[src/source/pipe_pkg.sv]
// pipeline package: stage names, instruction word and trace session states
package pipe_pkg;

    //////////////////////////////////////////////////////////////////////
    // pipeline geometry
    //////////////////////////////////////////////////////////////////////

    // five-stage in-order pipe
    parameter int STAGE_COUNT = 5;

    // raw instruction word as seen at fetch
    typedef logic [31:0] instr_t;

    // stage names, also used as slot index
    typedef enum logic [2:0] {
        STAGE_FETCH  = 3'd0,
        STAGE_DECODE = 3'd1,
        STAGE_EXEC   = 3'd2,
        STAGE_MEM    = 3'd3,
        STAGE_WB     = 3'd4
    } stage_e;

    //////////////////////////////////////////////////////////////////////
    // trace session control
    //////////////////////////////////////////////////////////////////////

    // drain lets in-flight instructions retire after stop
    typedef enum logic [1:0] {
        CTRL_IDLE  = 2'd0,
        CTRL_RUN   = 2'd1,
        CTRL_DRAIN = 2'd2
    } ctrl_state_e;

endpackage

[src/source/trace_pkg.sv]
// trace package: sequence ids, cycle stamps, slot tags and the retire record
package trace_pkg;

    //////////////////////////////////////////////////////////////////////
    // scalar trace types
    //////////////////////////////////////////////////////////////////////

    // sequence number given at fetch, wraps at 256
    typedef logic [7:0] seq_id_t;

    // cycle stamp, wraps with the session timer
    typedef logic [15:0] cycle_t;

    //////////////////////////////////////////////////////////////////////
    // composite trace types
    //////////////////////////////////////////////////////////////////////

    // one pipeline slot: occupant id and whether it is live
    typedef struct packed {
        logic    valid;
        seq_id_t seq;
    } stage_tag_t;

    // record sent out when an instruction leaves write-back
    // stamps are the cycle of entry into each stage
    typedef struct packed {
        seq_id_t          seq;
        pipe_pkg::instr_t instr;
        cycle_t           fetch_stamp;
        cycle_t           decode_stamp;
        cycle_t           exec_stamp;
        cycle_t           mem_stamp;
        cycle_t           wb_stamp;
    } retire_rec_t;

endpackage

[src/source/cycle_timer.sv]
// session cycle timer: cleared at session start, provides the stage entry stamps
`timescale 1ns/100ps

module cycle_timer #(
    parameter int WIDTH = $bits(trace_pkg::cycle_t)
) (
    input  logic              clk,
    input  logic              rst,
    input  logic              clear,
    input  logic              active,
    output trace_pkg::cycle_t cycle_now
);

    // running count, wraps at full scale
    logic [WIDTH-1:0] count;
    // active delayed by one edge
    logic             active_q;

    // the fetch slot fills one edge after the controller enters run,
    // so counting runs one cycle behind active and the first fetch
    // sees stamp 0
    always_ff @(posedge clk) begin
        if (rst) begin
            count    <= '0;
            active_q <= 1'b0;
        end else begin
            active_q <= active;
            if (clear) begin
                count <= '0;
            end else if (active_q) begin
                count <= count + 1'b1;
            end
        end
    end

    assign cycle_now = count;

endmodule

[src/source/id_pipe.sv]
// sequence id pipeline: five tagged slots with stall hold, bubble insert and flush kill
`timescale 1ns/100ps

module id_pipe (
    input  logic                                              clk,
    input  logic                                              rst,
    input  logic                                              fetch_en,
    input  logic                                              stall,
    input  logic                                              flush,
    output trace_pkg::stage_tag_t [pipe_pkg::STAGE_COUNT-1:0] stage_tags,
    output logic [pipe_pkg::STAGE_COUNT-1:0]                  stage_enter,
    output logic                                              pipe_empty
);
    import pipe_pkg::*;
    import trace_pkg::*;

    // id handed to the next valid fetch
    seq_id_t                      next_seq;
    stage_tag_t [STAGE_COUNT-1:0] slot;
    // front of pipe may advance this edge
    logic                         front_move;
    logic                         fetch_load;

    assign front_move = !stall && !flush;
    assign fetch_load = fetch_en && front_move;

    //////////////////////////////////////////////////////////////////////
    // slot update
    //////////////////////////////////////////////////////////////////////

    always_ff @(posedge clk) begin
        if (rst) begin
            next_seq    <= '0;
            slot        <= '0;
            stage_enter <= '0;
        end else begin
            // ids are consumed only by a real fetch
            if (fetch_load) begin
                next_seq <= next_seq + 1'b1;
            end

            // front two slots: flush kills, stall holds
            if (flush) begin
                slot[STAGE_FETCH]  <= '0;
                slot[STAGE_DECODE] <= '0;
            end else if (!stall) begin
                slot[STAGE_FETCH].valid <= fetch_en;
                slot[STAGE_FETCH].seq   <= next_seq;
                slot[STAGE_DECODE]      <= slot[STAGE_FETCH];
            end

            // execute takes a bubble whenever the front does not move
            slot[STAGE_EXEC] <= front_move ? slot[STAGE_DECODE] : '0;
            // back end always shifts
            slot[STAGE_MEM]  <= slot[STAGE_EXEC];
            slot[STAGE_WB]   <= slot[STAGE_MEM];

            // new live occupant per slot, held slots do not re-enter
            stage_enter[STAGE_FETCH]  <= fetch_load;
            stage_enter[STAGE_DECODE] <= front_move && slot[STAGE_FETCH].valid;
            stage_enter[STAGE_EXEC]   <= front_move && slot[STAGE_DECODE].valid;
            stage_enter[STAGE_MEM]    <= slot[STAGE_EXEC].valid;
            stage_enter[STAGE_WB]     <= slot[STAGE_MEM].valid;
        end
    end

    // nothing in flight
    always_comb begin
        pipe_empty = 1'b1;
        for (int s = 0; s < STAGE_COUNT; s++) begin
            if (slot[s].valid) begin
                pipe_empty = 1'b0;
            end
        end
    end

    assign stage_tags = slot;

endmodule

[src/source/stamp_table.sv]
// stamp table: per-instruction record of entry stamps, read out at write-back
`timescale 1ns/100ps

module stamp_table #(
    parameter int TABLE_DEPTH = 8
) (
    input  logic                                              clk,
    input  logic                                              rst,
    input  trace_pkg::stage_tag_t [pipe_pkg::STAGE_COUNT-1:0] stage_tags,
    input  logic [pipe_pkg::STAGE_COUNT-1:0]                  stage_enter,
    input  pipe_pkg::instr_t                                  fetch_instr,
    input  trace_pkg::cycle_t                                 cycle_now,
    output trace_pkg::retire_rec_t                            retire_rec,
    output logic                                              retire_valid
);
    import pipe_pkg::*;
    import trace_pkg::*;

    // table index, low bits of the sequence id
    localparam int IDX_W = $clog2(TABLE_DEPTH);
    typedef logic [IDX_W-1:0] idx_t;

    retire_rec_t              rec_mem [TABLE_DEPTH];
    idx_t [STAGE_COUNT-1:0]   idx;
    logic [STAGE_COUNT-1:0]   wr;
    retire_rec_t              rec_next;

    // one write per stage, at most five ids live so entries never collide
    always_comb begin
        for (int s = 0; s < STAGE_COUNT; s++) begin
            idx[s] = stage_tags[s].seq[IDX_W-1:0];
            wr[s]  = stage_enter[s] && stage_tags[s].valid;
        end
    end

    //////////////////////////////////////////////////////////////////////
    // stamp writes
    //////////////////////////////////////////////////////////////////////

    // fetch_instr is sampled in the fetch entry cycle
    always_ff @(posedge clk) begin
        if (wr[STAGE_FETCH]) begin
            rec_mem[idx[STAGE_FETCH]].seq         <= stage_tags[STAGE_FETCH].seq;
            rec_mem[idx[STAGE_FETCH]].instr       <= fetch_instr;
            rec_mem[idx[STAGE_FETCH]].fetch_stamp <= cycle_now;
        end
        if (wr[STAGE_DECODE]) begin
            rec_mem[idx[STAGE_DECODE]].decode_stamp <= cycle_now;
        end
        if (wr[STAGE_EXEC]) begin
            rec_mem[idx[STAGE_EXEC]].exec_stamp <= cycle_now;
        end
        if (wr[STAGE_MEM]) begin
            rec_mem[idx[STAGE_MEM]].mem_stamp <= cycle_now;
        end
    end

    //////////////////////////////////////////////////////////////////////
    // retire readout
    //////////////////////////////////////////////////////////////////////

    // wb occupant stays one cycle only, its stamp is the current cycle
    always_comb begin
        rec_next          = rec_mem[idx[STAGE_WB]];
        rec_next.wb_stamp = cycle_now;
    end

    always_ff @(posedge clk) begin
        if (rst) begin
            retire_valid <= 1'b0;
        end else begin
            retire_valid <= stage_tags[STAGE_WB].valid;
        end
        if (stage_tags[STAGE_WB].valid) begin
            retire_rec <= rec_next;
        end
    end

endmodule

[src/source/trace_ctrl.sv]
// trace session controller: idle, run and drain with a one-cycle done pulse
`timescale 1ns/100ps

module trace_ctrl (
    input  logic                  clk,
    input  logic                  rst,
    input  logic                  start,
    input  logic                  stop,
    input  logic                  pipe_empty,
    output pipe_pkg::ctrl_state_e state,
    output logic                  fetch_en,
    output logic                  session_done
);
    import pipe_pkg::*;

    ctrl_state_e state_next;

    //////////////////////////////////////////////////////////////////////
    // next state
    //////////////////////////////////////////////////////////////////////

    always_comb begin
        state_next = state;
        case (state)
            CTRL_IDLE: begin
                // start only opens a session from idle
                if (start) begin
                    state_next = CTRL_RUN;
                end
            end
            CTRL_RUN: begin
                if (stop) begin
                    state_next = CTRL_DRAIN;
                end
            end
            CTRL_DRAIN: begin
                // wait for the last in-flight instruction to leave wb
                if (pipe_empty) begin
                    state_next = CTRL_IDLE;
                end
            end
            default: begin
                state_next = CTRL_IDLE;
            end
        endcase
    end

    //////////////////////////////////////////////////////////////////////
    // state and done pulse
    //////////////////////////////////////////////////////////////////////

    always_ff @(posedge clk) begin
        if (rst) begin
            state        <= CTRL_IDLE;
            session_done <= 1'b0;
        end else begin
            state        <= state_next;
            // high for the first idle cycle after a drain
            session_done <= (state == CTRL_DRAIN) && pipe_empty;
        end
    end

    // new fetches only while running
    assign fetch_en = (state == CTRL_RUN);

endmodule

[src/source/trace_unit.sv]
// pipeline trace unit top: ties session control, timer, id pipe and stamp table
`timescale 1ns/100ps

module trace_unit #(
    parameter int TABLE_DEPTH = 8
) (
    input  logic                   clk,
    input  logic                   rst,
    input  logic                   start,
    input  logic                   stop,
    input  logic                   stall,
    input  logic                   flush,
    input  pipe_pkg::instr_t       fetch_instr,
    output trace_pkg::retire_rec_t retire_rec,
    output logic                   retire_valid,
    output logic                   session_done
);
    import pipe_pkg::*;
    import trace_pkg::*;

    ctrl_state_e                  ctrl_state;
    logic                         fetch_en;
    logic                         pipe_empty;
    logic                         timer_clear;
    logic                         timer_active;
    cycle_t                       cycle_now;
    stage_tag_t [STAGE_COUNT-1:0] stage_tags;
    logic [STAGE_COUNT-1:0]       stage_enter;

    // a start inside a session is ignored, so it must not clear the timer
    assign timer_clear  = start && (ctrl_state == CTRL_IDLE);
    // run and drain both count
    assign timer_active = (ctrl_state != CTRL_IDLE);

    trace_ctrl u_trace_ctrl (
        .clk          (clk),
        .rst          (rst),
        .start        (start),
        .stop         (stop),
        .pipe_empty   (pipe_empty),
        .state        (ctrl_state),
        .fetch_en     (fetch_en),
        .session_done (session_done)
    );

    cycle_timer #(
        .WIDTH ($bits(cycle_t))
    ) u_cycle_timer (
        .clk       (clk),
        .rst       (rst),
        .clear     (timer_clear),
        .active    (timer_active),
        .cycle_now (cycle_now)
    );

    id_pipe u_id_pipe (
        .clk         (clk),
        .rst         (rst),
        .fetch_en    (fetch_en),
        .stall       (stall),
        .flush       (flush),
        .stage_tags  (stage_tags),
        .stage_enter (stage_enter),
        .pipe_empty  (pipe_empty)
    );

    stamp_table #(
        .TABLE_DEPTH (TABLE_DEPTH)
    ) u_stamp_table (
        .clk          (clk),
        .rst          (rst),
        .stage_tags   (stage_tags),
        .stage_enter  (stage_enter),
        .fetch_instr  (fetch_instr),
        .cycle_now    (cycle_now),
        .retire_rec   (retire_rec),
        .retire_valid (retire_valid)
    );

endmodule
[config.mk]
export PLATFORM = sky130hd
export DESIGN_NAME = trace_unit
export DESIGN_NICKNAME = d
export VERILOG_FILES = /design/src/source/pipe_pkg.sv /design/src/source/trace_pkg.sv /design/src/source/cycle_timer.sv /design/src/source/id_pipe.sv /design/src/source/stamp_table.sv /design/src/source/trace_ctrl.sv /design/src/source/trace_unit.sv
export SDC_FILE = /design/constraint.sdc
export NUM_CORES = 1
export LEC_CHECK = 0
export BUFFER_PORTS_ARGS = -buffer_cell sky130_fd_sc_hd__buf_2
export CORE_MARGIN = 1
export CORE_UTILIZATION = 61
export DETAILED_ROUTE_END_ITERATION = 12
export GPL_TIMING_DRIVEN = 0
export PLACE_DENSITY = 0.88
export SYNTH_ARGS = -nofsm -noshare
export SYNTH_HDL_FRONTEND = slang
export SYNTH_SLANG_ARGS = --single-unit
[constraint.sdc]
create_clock -name clk -period 6.1 [get_ports clk]
set_input_delay 1.22 -clock clk [delete_from_list [all_inputs] [get_ports clk]]
set_output_delay 1.22 -clock clk [all_outputs]
set_load 0.005 [all_outputs]
==> results of run 1 <==
## power groups by stage
stage               Combinational, mW  Sequential [mW]  Clock [mW]
floorplan                      0.0165             7.65           0
global placement               0.0479             7.65           0
detailed placement             0.0550             7.65           0
CTS                            0.0593             7.50        5.80
global route                   0.0643             7.49        6.06
finish                         0.0620             7.50        5.82
## logic make-up after synthesis
kind of cell | after synthesis | synth area share (%)
XOR/XNOR | 16 | 0.377
multiplexers | 327 | 16.2
AO/OA/AOI/OAI | 15 | 0.216
AND/OR/NAND/NOR | 148 | 2.05
adder cells (fa/ha/maj) | 2 | 0.0674
flip-flops | 1009 | 80.1
buffers and inverters | 67 | 1.06
## metal layers
| layer | track usage [%] | vias to the layer above |
|---|---|---|
| met4 | 14.9 | 2 |
| met3 | 6.21 | 395 |
| met1 | 39.1 | 9734 |
| li1 | - | 7188 |
| met5 | 0 | - |
| met2 | 49.8 | 1818 |
## placed cells by master, fill, tap and decap left out, types with 5 or more instances in the layout
cell type and n:
edfxtp_1 952, mux4_2 208, buf_2 183, mux2_2 104
clkbuf_16 94, dfxtp_1 43, clkbuf_1 42, nor2_1 36
buf_6 33, nor2_2 18, clkinv_1 17, mux2i_1 15
xor2_1 13, dfxtp_2 13, nand2_1 12, nand3_1 10
nand2b_1 10, clkinv_2 10, nor2b_1 9, nor3_2 8
a21oi_1 8, bufinv_16 8, nand4_1 7, and2_1 7
buf_16 7, buf_12 7, nor2_4 6, buf_8 6
o21ai_0 5, or3_1 5
## area by class of cell
type / count / area, sq um
Sequential cell: 1009 / 29700
Fill cell: 3066 / 17600
Multi-Input combinational cell: 508 / 7140
Clock buffer: 116 / 2470
Timing Repair Buffer: 197 / 1420
Tap cell: 782 / 978
Clock inverter: 47 / 473
Buffer: 65 / 388
Antenna cell: 4 / 10.0
Inverter: 2 / 7.51
## sequential cells by signal (all words and copies together), names as in the netlist
register	cells
u_cycle_timer.active_q	1
u_cycle_timer.cycle_now	16
u_id_pipe.next_seq	8
u_id_pipe.stage_enter	3
u_id_pipe.stage_tags	25
u_stamp_table.rec_mem	832
u_stamp_table.retire_rec	120
u_stamp_table.retire_valid	1
u_trace_ctrl.session_done	1
u_trace_ctrl.state	2
## worst paths after layout
path                            startpoint                      endpoint  slack (ns)  cells after the start
setup / recovery   u_id_pipe.stage_tags[2]  u_stamp_table.rec_mem[0][73]        3.14                      5
hold reg to reg   u_id_pipe.stage_tags[27]      u_id_pipe.stage_tags[36]        0.51                      1
setup reg to reg   u_id_pipe.stage_tags[2]  u_stamp_table.rec_mem[0][73]        3.14                      5
hold / removal    u_id_pipe.stage_tags[27]      u_id_pipe.stage_tags[36]        0.51                      1
## synth_stat cells
cell      instances  area share, %
xor2_1           13           0.31
nor2_1           60           0.61
and4_4            1          0.030
nand3b_1          4          0.081
edfxtp_1        952             77
o21ai_0           5          0.067
nor3_1           12           0.16
dfxtp_1          57            3.1
buf_6            15           0.45
xnor2_1           3          0.071
clkbuf_1         24           0.24
nand3_1          10           0.13
a21oi_1           8           0.11
ha_1              2          0.067
and4_1            2          0.047
inv_1             2          0.020
buf_2            25           0.34
a21o_1            1          0.020
nand4_1           7           0.12
and3_1            2          0.034
and3_2            1          0.020
or2_2             2          0.034
nand2_1          12           0.12
nand2b_1         10           0.17
nand4_2           1          0.034
or3_1             5          0.084
or4_1             1          0.020
and2_1            7           0.12
mux4_2          208             13
nor4b_4           1          0.064
nor2b_1           9           0.15
nor4b_1           1          0.024
buf_1             1          0.010
mux2_2          104            3.2
o31ai_1           1          0.020
mux2i_1          15           0.40
## metrics by stage
step,hold slack [ns],setup TNS (ns),std cells
global route,0.515,0,2727
floorplan,0.451,0,1584
global placement,0.470,-286.20,2524
finish,0.510,0,2730
detailed placement,0.486,0,2563
CTS,0.501,0,2726
==> summary.txt, run 1 <==
Routing
  – Uppermost layer routed: met5
  – Antenna Nets Post-Route: 0
  – Per-cell routed wire length: about 35 microns
  – First drt pass iteration count: 6
  – # DRC: 0
  – Via-to-Cell Ratio: between 7 and 8
  – Vias: 19,137
  – Met2 routed WL: 47,500 microns
  – Metal1 wirelength: 32,200 microns
  – Total Wirelength: 95,000 microns
  – Iter 0 DRT Violations: ~2,700
  – Met3 routed WL: between 9000 and 10,000 microns

Worst setup path
  – Worst endpoint required time: 6.45 ns
  – Worst setup path category: flop to flop
  – Worst path cell trace: nand3b_1 > nor3_2 > buf_6 > buf_6 > buf_6
  – CP Capture Type: flop
  – Slowest stage cell, crit path: nor3_2
  – Crit path buf inv count: 3
  – CP most frequent cell: buf_6
  – CP Launch Type: flop
  – CP max stage delay: 1.00 ns
  – Arrival time at the worst endpoint: 3.30 ns
  – Crit-path leading delay family: simple AND/OR/NAND/NOR gates
  – Critical path peak fanout: 12

Clocking
  – Hold buffers post-CTS: 0
  – Post-CTS sizing: 0
  – Worst-path clk slew: 0.07 ns
  – Skew-Pair Late Insertion Delay: about 0.66 ns
  – Total clock sinks: between 1,000 and 1,500
  – Post-CTS Repair Setup Buffers: 0
  – CTS tree: done
  – CTS max path bufs: 3
  – CTS buffer count: just over 90
  – Clock root cell: clkbuf_16
  – H-tree lvl count: 3

Floorplanning
  – Die footprint: 0.0619 sq mm
  – Rows: 90
  – Core area: 0.0602 sq mm
  – Die width: about 250 microns
  – Starting Density: 61.6%
  – Top Ports: 160
  – Die H: 249 microns

Job
  – Max-cap violations: 1

Timing
  – Final slew viol count: 37
  – Setup slack after layout: 3.14 ns
  – Least-Margin Pin Slew: roughly 1.5 ns
  – Slew margin rel.: -0.469%
  – Max Clock Freq: around 0.34 GHz
  – RSZ-0062 raised after global routing: false
  – Clk_skew: ~0.035 ns
  – Final number of setup-violating endpoints: 0
  – Fin crit share: 48.5%
  – Hold Violations, Final: 0
  – Period minus WS final: 2.96 ns

Synth
  – Synthesized Nets: 1,624
  – Yosys cell types: 36
  – Synthesized area per cell: 23.4 sq um
  – Post-Synthesis Cell Area: 0.0371 sq mm
  – Syn. warnings: 0
  – Flops & latches, synth: 1,009
  – Synth Instances: 1,584
  – Sequential area share after synthesis: 80.1%

GRT
  – GRT Total Usage: 30.3%
  – Vias in the first global route: 19,367
  – Largest net degree at the start of global routing: 69
  – First-pass GRT wire length: 133,000 microns
  – Initial antenna violation count: 4
  – Total congestion overflow: 0

Cells and area
  – Nets: 1,915
  – Final Util: 70.8%
  – Area Overhead vs Synth: 14.8%
  – Design Area, Final: 0.0426 sq mm
  – Share of cells above drive strength 1: 37.5%

Power
  – Pwr per Cell Area: 314 mW/mm^2
  – Sw power: 2.65 mW
  – Comb pwr share: less than 1%
  – Sequential Power Share: a little under three fifths
  – Worst vdd ir: 0.258 mV
  – P_leak: 13.6 nW
  – Clock group share of total power: 43.5%
  – Internal power: 10.7 mW
  – Total power draw: 13.4 mW
  – Switching Share: 19.8%

Placed design
  – Placement Setup Slack: around 3.2 ns
  – Dpl cell area: approximately 0.040 sq mm
  – Port Buffers: 158
  – Dpl hpwl: 48,900 microns
  – Gp weighted congestion: around 0.77

Worst hold path
  – HP Class: flop to flop

Run status
  – Failing checks: max-capacitance violations, max-slew violations
  – Status: finished, violations left
Power figures use the tool's default switching activity.
==> run 2: changes to the inputs <==
- CORE_UTILIZATION: 61 -> 55
- PLACE_DENSITY: 0.88 -> 0.84
- clock period: 6.1 -> 2.5 ns (I/O delays scaled with it)
==> run 2 against run 1 <==
Net effect: the run now ends clean; cell count rose by 3.3%; register-to-register slack got worse by 3.1 ns; sequential cell count did not move; hold slack got worse by 0.39 ns; non-clock buffer count rose by 7; sequential share of layout area fell by 0.42 points; largest power group unchanged.
==> summary.txt, run 2 (synthesized netlist as in run 1, its figures left out) <==
Worst setup path
  – R2r startpoint: u_id_pipe.stage_tags[38]
  – Arrival time at the worst endpoint: 2.86 ns
  – Worst setup path category: flop to flop
  – CP max stage delay: 0.72 ns
  – Slowest stage cell, crit path: clkbuf_1
  – Worst path cell trace: clkbuf_1 > buf_2 > clkbuf_1 > mux2_2
  – CP most frequent cell: clkbuf_1
  – CP Launch Type: flop
  – Worst endpoint required time: 2.89 ns
  – Critical path peak fanout: 10
  – Worst Setup SP: u_id_pipe.stage_tags[38]
  – CP Capture Type: flop

Power
  – P_leak: 13.7 nW
  – Worst vdd ir: 0.547 mV
  – Pwr per Cell Area: 759 mW/mm^2

Timing
  – Final number of setup-violating endpoints: 0
  – Setup slack after layout: roughly 0.026 ns
  – Least-Margin Pin Slew: ~1.4 ns
  – Period minus WS final: 2.47 ns
  – Setup TNS: 0 ns
  – Final slew viol count: 0
  – Clk_skew: 0.0342 ns
  – Max Clock Freq: 0.404 GHz
  – Hold Violations, Final: 0
  – Fin crit share: 99.0%
  – Slew margin rel.: about 6.3%

Routing
  – Total Wirelength: 89,400 microns
  – Via-to-Cell Ratio: 6.50
  – # DRC: 0
  – Antenna Nets Post-Route: 0
  – Per-cell routed wire length: 31.7 microns
  – Vias: 18,333
  – Iter 0 DRT Violations: 2,438
  – First drt pass iteration count: 7

Cells and area
  – Design Area, Final: 0.0429 sq mm
  – Area Overhead vs Synth: 15.5%
  – Fillers: 3,907
  – Share of cells above drive strength 1: 37.9%
  – Commonest non-fill, non-tap cell in the layout: edfxtp_1
  – Most frequent cells in the layout: edfxtp_1, mux4_2, buf_2
  – Max reg flops: 832
  – Nets: 1,922

Placed design
  – Port Buffers: 158
  – Placement Setup Slack: -0.377 ns
  – Dpl hpwl: 47,500 microns
  – Gp weighted congestion: ~0.8
  – Dpl cell area: between 0.03 and 0.04 sq mm

Floorplanning
  – Die H: 262 microns
  – Top Ports: 160
  – Die width: 262 microns
  – Core area: 0.0663 sq mm
  – Die footprint: between 0.06 and 0.07 sq mm
  – Starting Density: 56.0%
  – Rows: 94

Clocking
  – Skew-Pair Late Insertion Delay: 0.66 ns
  – Worst-path clk slew: around 0.07 ns
  – Total clock sinks: 1,009
  – CTS tree: done
  – Hold buffers post-CTS: 0
  – CTS buffer count: between 90 and 100
  – Clock root cell: clkbuf_16
  – CTS max path bufs: 3
  – H-tree lvl count: 3

Run status
  – Status: finished, final reports clean

GRT
  – First-pass GRT wire length: about 130,000 microns
  – Total congestion overflow: 0
  – Largest net degree at the start of global routing: 58
  – Initial antenna violation count: 7
  – Vias in the first global route: 18,674
  – GRT Total Usage: 26.5%

Worst hold path
  – Worst hold start: rst
  – HP Class: primary input to flop

Job
  – Max-cap violations: 0
run 2: metrics by stage:
stage          total power, mW  util, %  std cells  hold slack, ns
4_1_cts                   32.6     64.7       2815          0.0811
2_1_floorplan             18.7        -       1584           0.451
5_1_grt                   33.2     64.7       2820           0.105
6_report                  32.6     64.7       2820           0.120
3_3_place_gp              18.8     58.9       2606           0.475
3_5_place_dp              18.8     60.1       2646           0.486
run 2: worst max-delay path: cells and delay by family (launching register included):
family,cells,cell delay [ns]
buf+inv,3,1.47
mux,1,0.43
flops,1,0.31
run 2: cell type report:
class,instances,area [sq um],share of cell area [%]
Sequential cell,1009,29800,69.3
Multi-Input combinational cell,508,7160,16.7
Clock buffer,115,2400,5.59
Timing Repair Buffer,204,1560,3.63
Tap cell,864,1080,2.52
Clock inverter,50,558,1.30
Buffer,65,392,0.913
Inverter,2,7.51,0.0175
Antenna cell,3,7.51,0.0175
run 2: final timing paths:
check | end | slack (ns) | cells after the start
worst max register to register | u_stamp_table.retire_rec[105] | 0.03 | 4
worst min register to register | u_id_pipe.stage_tags[44] | 0.52 | 1
worst min-delay path | u_id_pipe.stage_tags[29] | 0.12 | 2
worst max-delay path | u_stamp_table.retire_rec[105] | 0.03 | 4
run 2: what timing repair did:
action,in CTS,in global routing
gates resized for setup,13,1
pin swaps,4,1
setup endpoints to repair,84,27
buffers inserted,4,2
run 2: power by group:
group / total (mW) / leakage (nW) / internal, mW / switching, mW
logic: 0.140 / 3.03 / 0.0402 / 0.0998
clock network: 14.1 / 1.44 / 7.89 / 6.25
registers: 18.3 / 9.20 / 18.3 / 0.0209
run 2: per-layer routing:
metal,global-route usage (%),up-vias,wire length [microns]
li1,-,7186,-
met1,34.7,9376,31500
met2,44.0,1503,45200
met3,4.84,264,8800
met4,11.1,4,3830
met5,0,-,25
==> run 3: changes to the inputs <==
- CELL_PAD_IN_SITES_DETAIL_PLACEMENT: default -> 1
- CELL_PAD_IN_SITES_GLOBAL_PLACEMENT: default -> 2
- CORE_UTILIZATION: 55 -> 44
- PLACE_DENSITY: 0.84 -> 0.83
==> run 3 against run 2 <==
Net effect: sequential cell count stayed put; maximum frequency rose by 0.26%; global-route usage decreased by 6.6 points; clock skew down 0.016 ns; utilization down 13 points; critical path type unchanged.
==> summary.txt, run 3 (synthesized netlist as in run 1, its figures left out) <==
Run status
  – Status: finished, final reports clean

Routing
  – Iter 0 DRT Violations: 1,576
  – Total Wirelength: 84,500 microns
  – Per-cell routed wire length: 27.6 microns
  – Via-to-Cell Ratio: between 5 and 6
  – # DRC: 0
  – Antenna Nets Post-Route: 0
  – First drt pass iteration count: 5
  – Vias: 17,222

Worst setup path
  – CP Launch Type: flop
  – Worst path cell trace: clkbuf_1 > buf_2 > clkbuf_1 > mux2_2
  – CP most frequent cell: clkbuf_1
  – Worst endpoint required time: 2.90 ns
  – Crit path buf inv count: 3
  – Worst setup path category: flop to flop
  – CP Capture Type: flop
  – CP max stage delay: roughly 0.65 ns
  – Arrival time at the worst endpoint: between 2 and 3 ns
  – Crit-path leading delay family: buffers and inverters
  – Critical path peak fanout: 10
  – Slowest stage cell, crit path: clkbuf_1

Timing
  – Slew margin rel.: under 10%
  – Clk_skew: around 0.018 ns
  – Final slew viol count: 0
  – Hold Violations, Final: 0
  – Least-Margin Pin Slew: 1.37 ns
  – Max Clock Freq: 0.405 GHz
  – RSZ-0062 raised after global routing: false
  – Setup TNS: 0 ns
  – Fin Hold WS: 0.101 ns
  – Final number of setup-violating endpoints: 0
  – Fin crit share: 98.7%
  – Period minus WS final: 2.47 ns

Cells and area
  – Fillers: 7,331
  – Commonest non-fill, non-tap cell in the layout: edfxtp_1
  – Nets: 1,937
  – Footprint of the multi-input gates: between 0.007 and 0.008 sq mm
  – Design Area, Final: between 0.04 and 0.05 sq mm
  – Max reg flops: 832
  – Most frequent cells in the layout: edfxtp_1, mux4_2, buf_2
  – Share of cells above drive strength 1: 38.5%
  – Area Overhead vs Synth: 17.1%
  – FF/Latch Area: 0.0298 sq mm

Clocking
  – CTS max path bufs: 3
  – Skew-Pair Late Insertion Delay: 0.65 ns
  – CTS tree: done
  – Total clock sinks: 1,009
  – Hold buffers post-CTS: 0
  – CTS buffer count: 100
  – H-tree lvl count: 3
  – Worst-path clk slew: 0.06 ns
  – Clock root cell: clkbuf_16

GRT
  – Vias in the first global route: ~19,000
  – Initial antenna violation count: 3
  – Largest net degree at the start of global routing: between 50 and 60
  – GRT Total Usage: 19.9%
  – Total congestion overflow: 0
  – First-pass GRT wire length: 124,000 microns

Floorplanning
  – Core area: about 0.084 sq mm
  – Die H: 293 microns
  – Die footprint: roughly 0.086 sq mm
  – Die width: 293 microns
  – Starting Density: 44.4%
  – Rows: 106
  – Top Ports: 160

Placed design
  – Dpl cell area: 0.0402 sq mm
  – Gp weighted congestion: 0.730
  – Dpl hpwl: 51,100 microns
  – Port Buffers: 158

Worst hold path
  – HP Class: primary input to flop

Job
  – Max-cap violations: 0

Power
  – P_leak: about 14 nW
  – Worst vdd ir: about 0.57 mV
  – Pwr per Cell Area: approximately 760 mW/mm^2
  – Total power draw: approximately 33 mW
## run 3: path summary, 6_finish.rpt
kind | startpoint | to | slack (ns) | depth (start not counted)
worst max-delay path | u_id_pipe.stage_tags[38] | u_stamp_table.retire_rec[79] | 0.03 | 4
worst min-delay path | rst | u_id_pipe.stage_tags[29] | 0.10 | 2
worst max register to register | u_id_pipe.stage_tags[38] | u_stamp_table.retire_rec[79] | 0.03 | 4
worst min register to register | u_id_pipe.stage_tags[27] | u_id_pipe.stage_tags[36] | 0.50 | 1
## run 3: cell type report
class                      instances  share of cell area, %
multi-input combinational        509                   16.5
buffer                            65                  0.909
sequential                      1009                   68.4
timing repair buffer             210                   3.78
clock inverter                    51                   1.05
inverter                           2                 0.0173
clock buffer                     129                   6.22
antenna                            2                 0.0115
tap                             1080                   3.11
## run 3: worst reg2reg max path: cells and delay by family (launching register included)
family | cells | cell delay (ns)
flip-flops | 1 | 0.31
buffers and inverters | 3 | 1.48
multiplexers | 1 | 0.44
## run 3: metal layers
metal	up-vias	part of all wire, %	global-route usage, %
met5	-	0.022	0
li1	7241	-	-
met1	9281	40	26.0
met4	2	2.0	5.17
met3	129	5.5	3.30
met2	569	52	34.7
## run 3: per-stage QoR
step | worst slack (ns) | instances | utilization, %
floorplan | -0.151 | 1584 | -
global placement | -1.77 | 2822 | 47.1
detailed placement | -0.344 | 2866 | 48.1
CTS | -0.00140 | 3049 | 52.0
global route | 0.00186 | 3055 | 52.0
finish | 0.0325 | 3057 | 52.0
## run 3: what timing repair did
action / CTS / global route
endpoints found under the setup margin: 165 / 119
setup buffers: 3 / 5
pin swaps: 3 / 4
cloned: 0 / 1
resized for setup: 14 / 3
## run 3: report_power, final
| part | leakage, nW | switching (mW) | internal, mW | total, mW |
|---|---|---|---|---|
| registers | 9.20 | 0.0197 | 18.3 | 18.3 |
| logic | 3.07 | 0.0953 | 0.0403 | 0.136 |
| clock network | 1.55 | 6.26 | 8.17 | 14.4 |
| total | 13.8 | 6.38 | 26.5 | 32.9 |
